`src/rtl/exu_pkg.sv`:
```
`default_nettype none

package exu_pkg;

   //////////////////////////////////////////////////////////////////////
   // architectural widths
   //////////////////////////////////////////////////////////////////////

   localparam int GRLEN     = 32;
   localparam int REG_IDX_W = 5;
   localparam int LSU_OP_W  = 8;
   localparam int BRU_OP_W  = 4;
   localparam int EXCCODE_W = 6;

   // interrupts report code 0
   localparam logic [EXCCODE_W-1:0] EXCCODE_INTR = '0;

   typedef logic [REG_IDX_W-1:0] reg_idx_t;
   typedef logic [GRLEN-1:0]     gr_t;

   // one result on its way to the register file
   typedef struct packed {
      logic     wen;
      reg_idx_t rd;
      gr_t      data;
   } wb_fwd_t;

   //////////////////////////////////////////////////////////////////////
   // issue stage to execute
   //////////////////////////////////////////////////////////////////////

   typedef struct packed {
      logic                 valid;
      reg_idx_t             rs1;
      reg_idx_t             rs2;
      gr_t                  a;
      gr_t                  b;
      logic                 b_imm;
      logic                 double_read;
      gr_t                  imm_shifted;
      gr_t                  pc;
      gr_t                  bru_offset;
      logic                 lsu_valid;
      logic [LSU_OP_W-1:0]  lsu_op;
      reg_idx_t             lsu_rd;
      logic                 lsu_wen;
      logic                 bru_valid;
      logic [BRU_OP_W-1:0]  bru_op;
      logic                 mul_valid;
      logic                 mul_wen;
      logic                 alu_wen;
      reg_idx_t             rf_target;
      logic                 exception;
      logic [EXCCODE_W-1:0] exccode;
   } issue_t;

   //////////////////////////////////////////////////////////////////////
   // unit requests and responses
   //////////////////////////////////////////////////////////////////////

   typedef struct packed {
      logic                valid;
      logic [LSU_OP_W-1:0] op;
      gr_t                 base;
      gr_t                 offset;
      gr_t                 wdata;
      reg_idx_t            rd;
      logic                wen;
   } lsu_req_t;

   // completion seen at memory stage
   typedef struct packed {
      logic     finish;
      logic     wen;
      reg_idx_t rd;
      gr_t      rdata;
   } lsu_resp_t;

   typedef struct packed {
      logic                valid;
      logic [BRU_OP_W-1:0] op;
      gr_t                 a;
      gr_t                 b;
      gr_t                 pc;
      gr_t                 offset;
   } bru_req_t;

   typedef struct packed {
      logic valid;
      gr_t  a;
      gr_t  b;
   } mul_req_t;

endpackage

`default_nettype wire

```
`src/rtl/exu_byp_operand.sv`:
```
`default_nettype none

module exu_byp_operand
   import exu_pkg::*;
(
   input  logic     clk,
   input  logic     rst,
   input  reg_idx_t rs,
   input  gr_t      rf_data,
   input  logic     use_other,
   input  wb_fwd_t  fwd_m,
   input  wb_fwd_t  fwd_w,
   output gr_t      data
);

   logic hit_m;
   logic hit_w;
   logic sel_rf;
   logic sel_m;
   logic sel_w;

   // r0 is hardwired and never forwards
   assign hit_m = fwd_m.wen && (fwd_m.rd == rs) && (rs != '0) && !use_other;
   assign hit_w = fwd_w.wen && (fwd_w.rd == rs) && (rs != '0) && !use_other;

   // newer result in memory stage wins
   assign sel_m  = hit_m;
   assign sel_w  = hit_w & ~hit_m;
   assign sel_rf = ~hit_m & ~hit_w;

   // and-or mux on one-hot selects
   assign data = ({GRLEN{sel_rf}} & rf_data)
               | ({GRLEN{sel_m}}  & fwd_m.data)
               | ({GRLEN{sel_w}}  & fwd_w.data);

   //////////////////////////////////////////////////////////////////////
   // checks
   //////////////////////////////////////////////////////////////////////

   a_sel_onehot: assert property (
      @(posedge clk) disable iff (rst)
      $onehot({sel_rf, sel_m, sel_w})
   ) else $error("bypass select not one-hot for rs %0d", rs);

endmodule

`default_nettype wire

```
`src/rtl/exu_dispatch.sv`:
```
`default_nettype none

module exu_dispatch
   import exu_pkg::*;
(
   input  issue_t   iss,
   input  gr_t      op_a,
   input  gr_t      op_b,
   input  logic     kill,
   input  logic     bru_taken_raw,
   output lsu_req_t lsu_req,
   output bru_req_t bru_req,
   output mul_req_t mul_req,
   output logic     br_taken,
   output logic     alu_wen_e,
   output logic     mul_wen_e
);

   logic lsu_valid;
   logic bru_valid;
   logic mul_valid;
   gr_t  lsu_offset;

   // a killed instruction starts no unit
   assign lsu_valid = iss.lsu_valid & ~kill;
   assign bru_valid = iss.bru_valid & ~kill;
   assign mul_valid = iss.mul_valid & ~kill;

   //////////////////////////////////////////////////////////////////////
   // load/store
   //////////////////////////////////////////////////////////////////////

   // register+register addressing uses rs2 as offset
   assign lsu_offset = iss.double_read ? op_b : iss.imm_shifted;

   assign lsu_req = '{
      valid:  lsu_valid,
      op:     iss.lsu_op,
      base:   op_a,
      offset: lsu_offset,
      wdata:  op_b,
      rd:     iss.lsu_rd,
      wen:    iss.lsu_wen
   };

   //////////////////////////////////////////////////////////////////////
   // branch
   //////////////////////////////////////////////////////////////////////

   assign bru_req = '{
      valid:  bru_valid,
      op:     iss.bru_op,
      a:      op_a,
      b:      op_b,
      pc:     iss.pc,
      offset: iss.bru_offset
   };

   // unit answers in the same cycle
   assign br_taken = bru_valid & bru_taken_raw;

   //////////////////////////////////////////////////////////////////////
   // multiply
   //////////////////////////////////////////////////////////////////////

   assign mul_req = '{
      valid: mul_valid,
      a:     op_a,
      b:     op_b
   };

   // fixed-path write claims toward memory stage
   assign alu_wen_e = iss.alu_wen & ~kill;
   assign mul_wen_e = iss.mul_wen & ~kill;

endmodule

`default_nettype wire

```
`src/rtl/exu_wb_pipe.sv`:
```
`default_nettype none

module exu_wb_pipe
   import exu_pkg::*;
(
   input  logic      clk,
   input  logic      rst,
   input  gr_t       alu_res_e,
   input  logic      alu_wen_e,
   input  logic      mul_wen_e,
   input  reg_idx_t  rf_target_e,
   input  gr_t       link_pc_e,
   input  logic      bru_wen_e,
   input  gr_t       mul_res_m,
   input  lsu_resp_t lsu_resp,
   output wb_fwd_t   fwd_m,
   output wb_fwd_t   fwd_w
);

   // memory stage
   gr_t      alu_res_m;
   gr_t      link_pc_m;
   reg_idx_t rf_target_m;
   logic     alu_wen_m;
   logic     mul_wen_m;
   logic     bru_wen_m;

   logic     ld_claim;
   logic     wen_m;
   reg_idx_t rd_m;
   gr_t      data_m;

   // writeback stage
   logic     wen_w;
   reg_idx_t rd_w;
   gr_t      data_w;

   //////////////////////////////////////////////////////////////////////
   // execute to memory
   //////////////////////////////////////////////////////////////////////

   always_ff @(posedge clk) begin
      if (rst) begin
         alu_wen_m <= 1'b0;
         mul_wen_m <= 1'b0;
         bru_wen_m <= 1'b0;
      end else begin
         alu_wen_m <= alu_wen_e;
         mul_wen_m <= mul_wen_e;
         bru_wen_m <= bru_wen_e;
      end
   end

   always_ff @(posedge clk) begin
      alu_res_m   <= alu_res_e;
      link_pc_m   <= link_pc_e;
      rf_target_m <= rf_target_e;
   end

   //////////////////////////////////////////////////////////////////////
   // memory stage result select
   //////////////////////////////////////////////////////////////////////

   // only a load that writes claims the memory stage
   assign ld_claim = lsu_resp.finish & lsu_resp.wen;

   // link and mul share the alu destination while a load keeps its own
   assign rd_m  = ld_claim ? lsu_resp.rd : rf_target_m;
   assign wen_m = alu_wen_m | ld_claim | bru_wen_m | mul_wen_m;

   // load > link > mul > alu
   always_comb begin
      if (ld_claim) begin
         data_m = lsu_resp.rdata;
      end else if (bru_wen_m) begin
         data_m = link_pc_m;
      end else if (mul_wen_m) begin
         data_m = mul_res_m;
      end else begin
         data_m = alu_res_m;
      end
   end

   assign fwd_m = '{wen: wen_m, rd: rd_m, data: data_m};

   //////////////////////////////////////////////////////////////////////
   // memory to writeback
   //////////////////////////////////////////////////////////////////////

   always_ff @(posedge clk) begin
      if (rst) begin
         wen_w <= 1'b0;
      end else begin
         wen_w <= wen_m;
      end
   end

   always_ff @(posedge clk) begin
      rd_w   <= rd_m;
      data_w <= data_m;
   end

   // also the register file write port
   assign fwd_w = '{wen: wen_w, rd: rd_w, data: data_w};

   // one instruction per slot so link and mul never both claim
   a_link_mul_excl: assert property (
      @(posedge clk) disable iff (rst)
      $onehot0({bru_wen_m, mul_wen_m})
   ) else $error("link and multiply both claim memory stage");

   a_wen_after_rst: assert property (
      @(posedge clk) rst |=> !fwd_w.wen
   ) else $error("register write enable high after reset");

endmodule

`default_nettype wire

```
`src/rtl/exu_trap_ctl.sv`:
```
`default_nettype none

module exu_trap_ctl
   import exu_pkg::*;
(
   input  logic                 clk,
   input  logic                 rst,
   input  logic                 issue_valid,
   input  logic                 exception_e,
   input  logic [EXCCODE_W-1:0] exccode_e,
   input  logic                 lsu_ale,
   input  logic                 timer_intr,
   input  logic                 ext_intr,
   input  logic                 crmd_ie,
   input  logic                 lsu_valid_e,
   input  logic                 lsu_finish_m,
   output logic                 kill,
   output logic                 except,
   output logic [EXCCODE_W-1:0] exccode,
   output logic                 stall_req
);

   logic intr_in;
   logic intr_hold_q;
   logic intr;
   logic lsu_stall_q;

   //////////////////////////////////////////////////////////////////////
   // interrupt
   //////////////////////////////////////////////////////////////////////

   // ext_intr acts as hwi0
   assign intr_in = (timer_intr | ext_intr) & crmd_ie;

   // park the interrupt across bubbles, drop it once an instruction takes it
   always_ff @(posedge clk) begin
      if (rst) begin
         intr_hold_q <= 1'b0;
      end else if (intr_in | issue_valid) begin
         intr_hold_q <= intr_in & ~issue_valid;
      end
   end

   assign intr = (intr_in | intr_hold_q) & issue_valid;

   // only the interrupt kills, a fault still executes and gets replayed
   assign kill = intr;

   // interrupt wins over a same-cycle exception
   assign except  = exception_e | lsu_ale | intr;
   assign exccode = intr ? EXCCODE_INTR : exccode_e;

   //////////////////////////////////////////////////////////////////////
   // load/store stall
   //////////////////////////////////////////////////////////////////////

   // set by issue, cleared after finish
   always_ff @(posedge clk) begin
      if (rst) begin
         lsu_stall_q <= 1'b0;
      end else begin
         lsu_stall_q <= lsu_valid_e | (lsu_stall_q & ~lsu_finish_m);
      end
   end

   // issue cycle covered combinationally
   assign stall_req = lsu_stall_q | lsu_valid_e;

   a_finish_in_stall: assert property (
      @(posedge clk) disable iff (rst)
      lsu_finish_m |-> lsu_stall_q
   ) else $error("load/store finish with no request outstanding");

endmodule

`default_nettype wire

```
`src/rtl/exu_ecl.sv`:
```
`default_nettype none

module exu_ecl
   import exu_pkg::*;
(
   input  logic                 clk,
   input  logic                 rst,
   input  issue_t               iss,

   // unit results
   input  gr_t                  alu_res_e,
   input  logic                 bru_taken_raw,
   input  gr_t                  bru_link_pc_e,
   input  logic                 bru_wen_e,
   input  lsu_resp_t            lsu_resp,
   input  logic                 lsu_ale,
   input  gr_t                  mul_res_m,

   // interrupt sources
   input  logic                 timer_intr,
   input  logic                 ext_intr,
   input  logic                 crmd_ie,

   // bypassed operands and unit requests
   output gr_t                  alu_a,
   output gr_t                  alu_b,
   output lsu_req_t             lsu_req,
   output bru_req_t             bru_req,
   output mul_req_t             mul_req,
   output logic                 br_taken,

   // register file, issue control
   output wb_fwd_t              rf_wr,
   output logic                 stall_req,
   output logic                 except,
   output logic [EXCCODE_W-1:0] exccode
);

   wb_fwd_t fwd_m;
   logic    kill;
   logic    alu_wen_e;
   logic    mul_wen_e;

   //////////////////////////////////////////////////////////////////////
   // operand bypass
   //////////////////////////////////////////////////////////////////////

   exu_byp_operand u_byp_rs1 (
      .clk       (clk),
      .rst       (rst),
      .rs        (iss.rs1),
      .rf_data   (iss.a),
      .use_other (1'b0),
      .fwd_m     (fwd_m),
      .fwd_w     (rf_wr),
      .data      (alu_a)
   );

   // immediate or double-read b comes from elsewhere
   exu_byp_operand u_byp_rs2 (
      .clk       (clk),
      .rst       (rst),
      .rs        (iss.rs2),
      .rf_data   (iss.b),
      .use_other (iss.b_imm | iss.double_read),
      .fwd_m     (fwd_m),
      .fwd_w     (rf_wr),
      .data      (alu_b)
   );

   //////////////////////////////////////////////////////////////////////
   // dispatch, writeback, trap
   //////////////////////////////////////////////////////////////////////

   exu_dispatch u_dispatch (
      .iss           (iss),
      .op_a          (alu_a),
      .op_b          (alu_b),
      .kill          (kill),
      .bru_taken_raw (bru_taken_raw),
      .lsu_req       (lsu_req),
      .bru_req       (bru_req),
      .mul_req       (mul_req),
      .br_taken      (br_taken),
      .alu_wen_e     (alu_wen_e),
      .mul_wen_e     (mul_wen_e)
   );

   exu_wb_pipe u_wb_pipe (
      .clk         (clk),
      .rst         (rst),
      .alu_res_e   (alu_res_e),
      .alu_wen_e   (alu_wen_e),
      .mul_wen_e   (mul_wen_e),
      .rf_target_e (iss.rf_target),
      .link_pc_e   (bru_link_pc_e),
      .bru_wen_e   (bru_wen_e),
      .mul_res_m   (mul_res_m),
      .lsu_resp    (lsu_resp),
      .fwd_m       (fwd_m),
      .fwd_w       (rf_wr)
   );

   exu_trap_ctl u_trap_ctl (
      .clk          (clk),
      .rst          (rst),
      .issue_valid  (iss.valid),
      .exception_e  (iss.exception),
      .exccode_e    (iss.exccode),
      .lsu_ale      (lsu_ale),
      .timer_intr   (timer_intr),
      .ext_intr     (ext_intr),
      .crmd_ie      (crmd_ie),
      .lsu_valid_e  (lsu_req.valid),
      .lsu_finish_m (lsu_resp.finish),
      .kill         (kill),
      .except       (except),
      .exccode      (exccode),
      .stall_req    (stall_req)
   );

endmodule

`default_nettype wire

```
`config.mk`:
```
export PLATFORM = sky130hd
export DESIGN_NAME = exu_ecl
export DESIGN_NICKNAME = d
export VERILOG_FILES = /design/src/rtl/exu_pkg.sv /design/src/rtl/exu_byp_operand.sv /design/src/rtl/exu_dispatch.sv /design/src/rtl/exu_wb_pipe.sv /design/src/rtl/exu_trap_ctl.sv /design/src/rtl/exu_ecl.sv
export SDC_FILE = /design/constraint.sdc
export NUM_CORES = 1
export LEC_CHECK = 0
export BUFFER_PORTS_ARGS = -buffer_cell sky130_fd_sc_hd__buf_2
export CORE_AREA = 2 2 299 301
export DETAILED_ROUTE_END_ITERATION = 7
export DIE_AREA = 0 0 301 303
export PLACE_DENSITY_LB_ADDON = 0.15
export SLEW_MARGIN = 10
export SYNTH_ARGS = -nofsm -noshare
export SYNTH_HDL_FRONTEND = slang
export SYNTH_SLANG_ARGS = --single-unit
```
`constraint.sdc`:
```
create_clock -name clk -period 3.3 [get_ports clk]
set_input_delay 0.66 -clock clk [delete_from_list [all_inputs] [get_ports clk]]
set_output_delay 0.66 -clock clk [all_outputs]
set_load 0.01 [all_outputs]
```
Yosys cells after proc, flatten, opt, wreduce, memory -nomap -nowiden

Index checks and enable logic that the tools add are counted.

Equal/unequal tests: 4
Reductions and logical operators: 13
Bitwise operators: 43
Multiplexer cells: 6

Operator list:

| cell                | number |
|---|---|
| 32-bit bitwise AND  | 6 |
| 32-bit two-way mux  | 4 |
| 32-bit OR           | 4 |
| 5-bit equality test | 4 |
| 1-bit bitwise AND   | 15 |
| 1-bit OR            | 11 |
| 1-bit logical AND   | 10 |
| 5-bit nonzero test  | 2 |
| 1-bit inverter      | 7 |
| 6-bit two-way mux   | 1 |
| 5-bit two-way mux   | 1 |
| 1-bit zero test     | 1 |

Output and inout bits: 420
Logic and storage cells: 77
Register bits: 112

Longest topological paths before layout

Gate-level depths: netlist (run 1).

Depth after elaboration: 13
Depth in mapped cells: 8
Depth with buffers taken out: 5

Cells and area by module

Synthesis (run 1) repeated with hierarchy kept, for this count alone.

Cells, all modules: 958
Area total of the unflattened synthesis: 8832.2 µm²

Modules (own cells, without submodules):

| module          | instances | cells each | area each (µm²) |
|---|---|---|---|
| exu_wb_pipe     | 1         | 267        | 3394.5 |
| exu_dispatch    | 1         | 319        | 2663.8 |
| exu_byp_operand | 2         | 175        | 1305.0 |
| exu_trap_ctl    | 1         | 20         | 153.9 |
| exu_ecl         | 1         | 2          | 10.0 |

Worst setup path before layout (run 1)

No wires, ideal clock.

Path kind: input to output
Start point: input iss[203] (netlist name)
End point: output bru_req[100] (netlist name)
Buffers on the path: 2
Stages on the path: 7
Data required time: 2640 ps
Arrival time: 2383 ps
Slack: 257 ps
Cell sequence: or4_1 > nor2_2 > a211oi_1 > nand4_2 > buf_6 > mux2i_1 > buf_4

Cells in the longest elaborated chain, start to end: 8
Elaborated cells between the ends (all ways): 16
Those cells by class: eq/ne (2); bitwise (9); reduce/logical (5)

RTL lines:

| what                                               | RTL line                                     | RTL |
|---|---|---|
| from (decl)                                        | exu_ecl.sv:8                                 | `input issue_t iss,` |
| 5-bit equality test (on tied branches)             | exu_byp_operand.sv:23, exu_byp_operand.sv:24 |  |
| 1-bit logical AND (on tied branches) (2 in series) | exu_byp_operand.sv:23, exu_byp_operand.sv:24 |  |
| 1-bit inverter (on tied branches)                  | exu_byp_operand.sv:28, exu_byp_operand.sv:29 |  |
| 1-bit bitwise AND                                  | exu_byp_operand.sv:29                        | `assign sel_rf = ~hit_m & ~hit_w;` |
| 32-bit bitwise AND                                 | exu_byp_operand.sv:32                        | `assign data = ({GRLEN{sel_rf}} & rf_data)` |
| 32-bit OR                                          | exu_byp_operand.sv:33                        | `\| ({GRLEN{sel_m}} & fwd_m.data)` |
| 32-bit OR *                                        | exu_byp_operand.sv:34                        | `\| ({GRLEN{sel_w}} & fwd_w.data);` |
| to (decl)                                          | exu_ecl.sv:28                                | `output bru_req_t bru_req,` |

Mark *: on every way between the ends. The rest lies on a longest branch, timed or not.

==> results_dict.tcl, run 1 <==
set metrics [dict create \
    worst_pin_slew_ns 0.572 \
    grt_pass1_vias 7322 \
    timing.critical_path.from "iss[201]" \
    finalCriticalPeriod_ns 3.24 \
    io_buffers 606 \
    grt_start_max_net_pins 40 \
    wl_per_cell_um 17.4 \
    firstDrtPassIters 4 \
    syn_inst 871 \
    synth_area_um2 7830 \
    die_w_um 301 \
    synth_ff_type "dfxtp_1" \
    relSlewSlack_pct 61.9 \
    grt_use_total_pct 8.46 \
    initial_core_util_pct 8.90 \
    clock-root-buffer "clkbuf_16" \
    start_kind "input pin" \
    fp.coreArea_um2 88000 \
    clk_pin_slew_worst_paths_ns 0.10 \
    power_density_nw_per_um2 346 \
    grt_pass1_wl_um 54000 \
    hold_start "alu_res_e[0]" \
    final_cells 2456 \
    die-area_um2 91200 \
    ff2ff_path_depth 6 \
    finalPower_mw 4.20 \
    fin_skew_ns 0.0174 \
    gp_congestion 0.785 \
    vias_per_cell 2.94 \
    status "completed" \
    dieHeight_um 303 \
    whs_path_depth 1 \
    synth-edff-count 0 \
    maxCapViolCount 0 \
    routed_wl_um 42800 \
    synth_top_area_cell "dfxtp_1" \
    vias 7212 \
    cp_max_fo 8 \
    timing.rr.start "u_wb_pipe.mul_wen_m" \
    synthToLayoutAreaGrowth_pct 55.2 \
    drt-initial-drc-count 250 \
    rsz0062_at_grt "yes" \
    dp_hpwl_um 33500 \
    clk-insertion-delay-late_ns 0.40 \
    slew_violations 0 \
    synth_top_area_share_pct 28.6 \
    crit_arrival_ns 2.58 \
    dp.cells 2409 \
    fin_crit_sh_pct 98.2 \
    r2r_slack_ns 1.58 \
    place_ws_ns -0.450 \
    io_pins 771 \
    ir_worst_vdd_v 0.000254 \
    antenna_found_initial 7 \
    fmax_mhz 308 \
    ant_nets 0 \
    ctsHtreeMaxLevel 3 \
    p_leak_nw 5.88 \
    cts_hold_buf 0 \
    cts_tree "built" \
    synth_nets 1222 \
    async_reset_ff_share_pct 0 \
    yosysUniqueCellTypes 38 \
    utilization_pct 13.8 \
    min_to "u_wb_pipe.alu_res_m[0]" \
    cp.required_ns 2.64 \
    finalSetupViolCount 0 \
    r2r-end "u_wb_pipe.data_w[11]" \
    clock_path_buffers 2 \
    worstSetupPathType "input pin to primary output" \
    ys_seq_area_share_pct 28.6 \
    grt.overflow.total 0 \
    stdcell_area_um2 12200 \
    synth_seq_cells 112 \
    hp-class "input pin to flip-flop" \
    synth_area_leaders "dfxtp_1 (29%), buf_4 (27%), mux2i_1 (25%)" \
    avgSynthCellArea_um2 8.99 \
    drive_above_1_share_pct 62.9 \
    finalNetCount 1636 \
    fin_ws_ns 0.0584 \
    clock-sinks 112 \
    drcViolationCount 0 \
    numCtsBuffers 9 \
    place_area_um2 10800 \
    cp-end-kind "primary output" \
    synth_warnings 0 \
    hold_viol 0 \
    rows 109 \
]
## synthesized netlist by cell type, types with 3 or more instances
cell type,instances
and2_1,9
xnor2_1,15
dfxtp_1,112
buf_6,10
xor2_1,5
nand2_1,41
buf_4,278
nor2_1,36
nand2b_1,8
nand4_1,3
buf_2,7
buf_1,5
nand3_1,5
a21oi_1,36
inv_1,36
mux2i_1,192
o21ai_0,34
clkbuf_1,15
## registers in the layout, summed over array words and instances (netlist names)
name and cells:
u_wb_pipe.alu_res_m 32, u_wb_pipe.data_w 32, u_wb_pipe.link_pc_m 32, u_wb_pipe.rd_w 5, u_wb_pipe.rf_target_m 5, u_trap_ctl.intr_hold_q 1, u_trap_ctl.lsu_stall_q 1, u_wb_pipe.alu_wen_m 1
u_wb_pipe.bru_wen_m 1, u_wb_pipe.mul_wen_m 1, u_wb_pipe.wen_w 1
## how the worst max path moves through the flow
stage,to,depth (start not counted)
6_report,bru_req[68],10
3_5_place_dp,mul_req[63],10
2_1_floorplan,bru_req[100],7
4_1_cts,mul_req[63],12
3_3_place_gp,mul_req[63],10
5_1_grt,bru_req[124],10
## layout make-up
class	count	area, um^2
clock buffer	10	239
timing repair buffer	718	4350
multi-input combinational	408	3630
tap	1165	1460
sequential	112	2250
antenna	1	2.50
inverter	36	135
clock inverter	6	82.6
fill	10200	75800
## cells in the final DEF (no fill, tap or decap), types with 2 or more instances in the layout
| master | n |
|---|---|
| buf_2 | 587 |
| mux2i_1 | 144 |
| dfxtp_1 | 109 |
| buf_4 | 79 |
| nand2_1 | 40 |
| inv_1 | 36 |
| nor2_1 | 36 |
| a21oi_1 | 32 |
| o21ai_0 | 31 |
| buf_6 | 29 |
| mux2i_2 | 26 |
| mux2i_4 | 23 |
| clkbuf_16 | 14 |
| xnor2_1 | 13 |
| buf_12 | 12 |
| nand2b_1 | 8 |
| and2_1 | 8 |
| nand3_1 | 5 |
| a21oi_2 | 4 |
| o21ai_1 | 3 |
| nand4_1 | 3 |
| xnor2_2 | 3 |
| xor2_1 | 3 |
| buf_16 | 3 |
| buf_8 | 3 |
| mux2_4 | 2 |
| or4_4 | 2 |
| nor2_4 | 2 |
| xor2_2 | 2 |
| nand4_4 | 2 |
| and3b_1 | 2 |
| inv_8 | 2 |
| dfxtp_4 | 2 |
## power breakdown
group	internal, mW	switching, mW
clock	0.632	0.669
sequential	1.45	0.0811
combinational	0.643	0.723
## timing repair
action	4_1_cts	5_1_grt
gates cloned	2	7
resized for setup	70	65
endpoints found under the setup margin	166	254
setup buffers	9	19
pin swaps	5	10
## cell families after synthesis
logic type,count (synthesis),synth area share (%)
mux,195,25.2
xor+xnor,21,2.45
buf+inv,351,31.2
compound gates,76,5.16
simple gates,116,7.30
flops,112,28.6
## critical path, stage by stage
cell	delay, ns
buf_8	0.10
or4_4	0.55
o2111ai_4	0.22
nor2_4	0.06
buf_12	0.17
buf_8	0.15
buf_6	0.12
mux2i_4	0.18
mux2i_2	0.21
buf_2	0.17
## per-stage QoR
| step | setup TNS, ns | hold slack, ns |
|---|---|---|
| after floorplan | 0 | 0.438 |
| after CTS | -1.22 | 0.296 |
| after global placement | -5.56 | 0.463 |
| after global routing | -0.735 | 0.301 |
| final | 0 | 0.347 |
| after detailed placement | -4.69 | 0.464 |
## layer usage
layer / vias up / GRT usage [%] / share of wire [%]
li1: 3428 / - / -
met1: 3323 / 8.69 / 35
met2: 344 / 15.3 / 52
met3: 109 / 2.32 / 6.7
met4: 8 / 5.24 / 6.0
met5: - / 0 / 0.13
No activity file was read; power rests on OpenSTA's default activity.
==> run 2: changes to the inputs <==
- CTS_BUF_LIST: not set -> sky130_fd_sc_hd__clkbuf_16
==> run 2 against run 1 <==
Net effect: cell count about the same; worst setup slack worse by 0.0046 ns; clock power about the same; wire length about the same; register-to-register slack about the same; critical endpoint is now mul_req[60]; highest routed layer unchanged.
==> results_dict.tcl, run 2 (synthesis results as in run 1) <==
set metrics [dict create \
    drive_above_1_share_pct 63.0 \
    dp.cells 2409 \
    cts_tree "built" \
    hold_slack_ns 0.347 \
    fin_skew_ns 0.0170 \
    die_w_um 301 \
    finalSetupViolCount 0 \
    fmax_mhz 308 \
    io_pins 771 \
    routed_wl_um 42800 \
    grt_use_total_pct 8.47 \
    clock-sinks 112 \
    maxCapViolCount 0 \
    p_leak_nw 5.88 \
    clk-insertion-delay-late_ns 0.40 \
    grt_pass1_wl_um 54000 \
    finalCriticalPeriod_ns 3.25 \
    tns_ns 0 \
    top_regs "u_wb_pipe.alu_res_m (32), u_wb_pipe.data_w (32), u_wb_pipe.link_pc_m (32)" \
    hold_viol 0 \
    relSlewSlack_pct 62.2 \
    ir_worst_vdd_v 0.000255 \
    grt_start_max_net_pins 40 \
    ctsHtreeMaxLevel 3 \
    final_cell_mix "buf_2 (587), mux2i_1 (143), dfxtp_1 (108)" \
    rsz0062_at_grt "yes" \
    firstDrtPassIters 4 \
    cp_max_fo 8 \
    ant_nets 0 \
    synthToLayoutAreaGrowth_pct 55.2 \
    mostFrequentLayoutCell "buf_2" \
    slew_violations 0 \
    clock-root-buffer "clkbuf_16" \
    clk_pin_slew_worst_paths_ns 0.10 \
    status "completed" \
    die-area_um2 91200 \
    vias_per_cell 2.93 \
    worstSetupPathType "input pin to primary output" \
    io_buffers 606 \
    fp.coreArea_um2 88000 \
    grt.overflow.total 0 \
    cp-end-kind "primary output" \
    drcViolationCount 0 \
    hp-class "input pin to flip-flop" \
    power_density_nw_per_um2 344 \
    drt-initial-drc-count 278 \
    rows 109 \
    fin_crit_sh_pct 98.4 \
    initial_core_util_pct 8.90 \
    crit_arrival_ns 2.59 \
    grt_pass1_vias 7320 \
    wl_per_cell_um 17.4 \
    start_kind "input pin" \
    dp_hpwl_um 33500 \
    finalPower_mw 4.18 \
    antenna_found_initial 7 \
    clock_path_buffers 2 \
    dieHeight_um 303 \
    finalNetCount 1637 \
    cp.required_ns 2.64 \
    n_fill_cell 10200 \
    worst_pin_slew_ns 0.568 \
    final_cells 2457 \
    vias 7209 \
    numCtsBuffers 9 \
    cts_hold_buf 0 \
    gp_congestion 0.785 \
]
## run 2: layer usage
metal | routed length, um | GRT usage, %
met3 | 2930 | 2.32
met2 | 22200 | 15.3
met4 | 2570 | 5.27
met1 | 15100 | 8.69
met5 | 57 | 0
## run 2: path summary, 6_finish.rpt
check                    startpoint                      to  slack [ns]  cells after the start
max                    lsu_resp[37]             mul_req[60]        0.05                     10
min                    alu_res_e[0]  u_wb_pipe.alu_res_m[0]        0.35                      1
max reg2reg     u_wb_pipe.mul_wen_m    u_wb_pipe.data_w[11]        1.58                      6
min reg2reg  u_trap_ctl.lsu_stall_q  u_trap_ctl.lsu_stall_q        0.48                      2
## run 2: cell type report
type | instances | area, um^2 | share of cell area [%]
diodes | 1 | 2.50 | 0.0206
clock buffers | 9 | 225 | 1.85
clock inverters | 7 | 86.3 | 0.711
inverters | 36 | 135 | 1.11
multi-input cells | 408 | 3640 | 29.9
flip-flops and latches | 112 | 2250 | 18.5
well taps | 1165 | 1460 | 12.0
repair buffers | 719 | 4350 | 35.8
## run 2: critical path, stage by stage
cell	delay [ns]
buf_2	0.09
and2_4	0.23
mux2i_4	0.37
xor2_2	0.24
nand4_4	0.12
buf_12	0.17
clkbuf_16	0.17
buf_4	0.14
mux2i_4	0.20
buf_2	0.17
## run 2: timing repair
item,in CTS,in global routing
hold endpoints to repair,0,0
gates resized for setup,70,66
pin swaps,5,10
gates cloned,2,7
setup buffers,10,19
endpoints found under the setup margin,172,253
## run 2: metrics by stage
| stage | instance area [um^2] | utilization, % | setup WS [ns] |
|---|---|---|---|
| floorplan | 7830 | - | 0.257 |
| global placement | 10800 | 12.3 | -0.460 |
| detailed placement | 10800 | 12.3 | -0.450 |
| CTS | 11600 | 13.2 | -0.0849 |
| global route | 12200 | 13.8 | -0.0322 |
| finish | 12200 | 13.8 | 0.0539 |
## run 2: power breakdown
part / internal [mW] / switching [mW]
combinational: 0.644 / 0.724
sequential: 1.45 / 0.0809
clock: 0.609 / 0.668
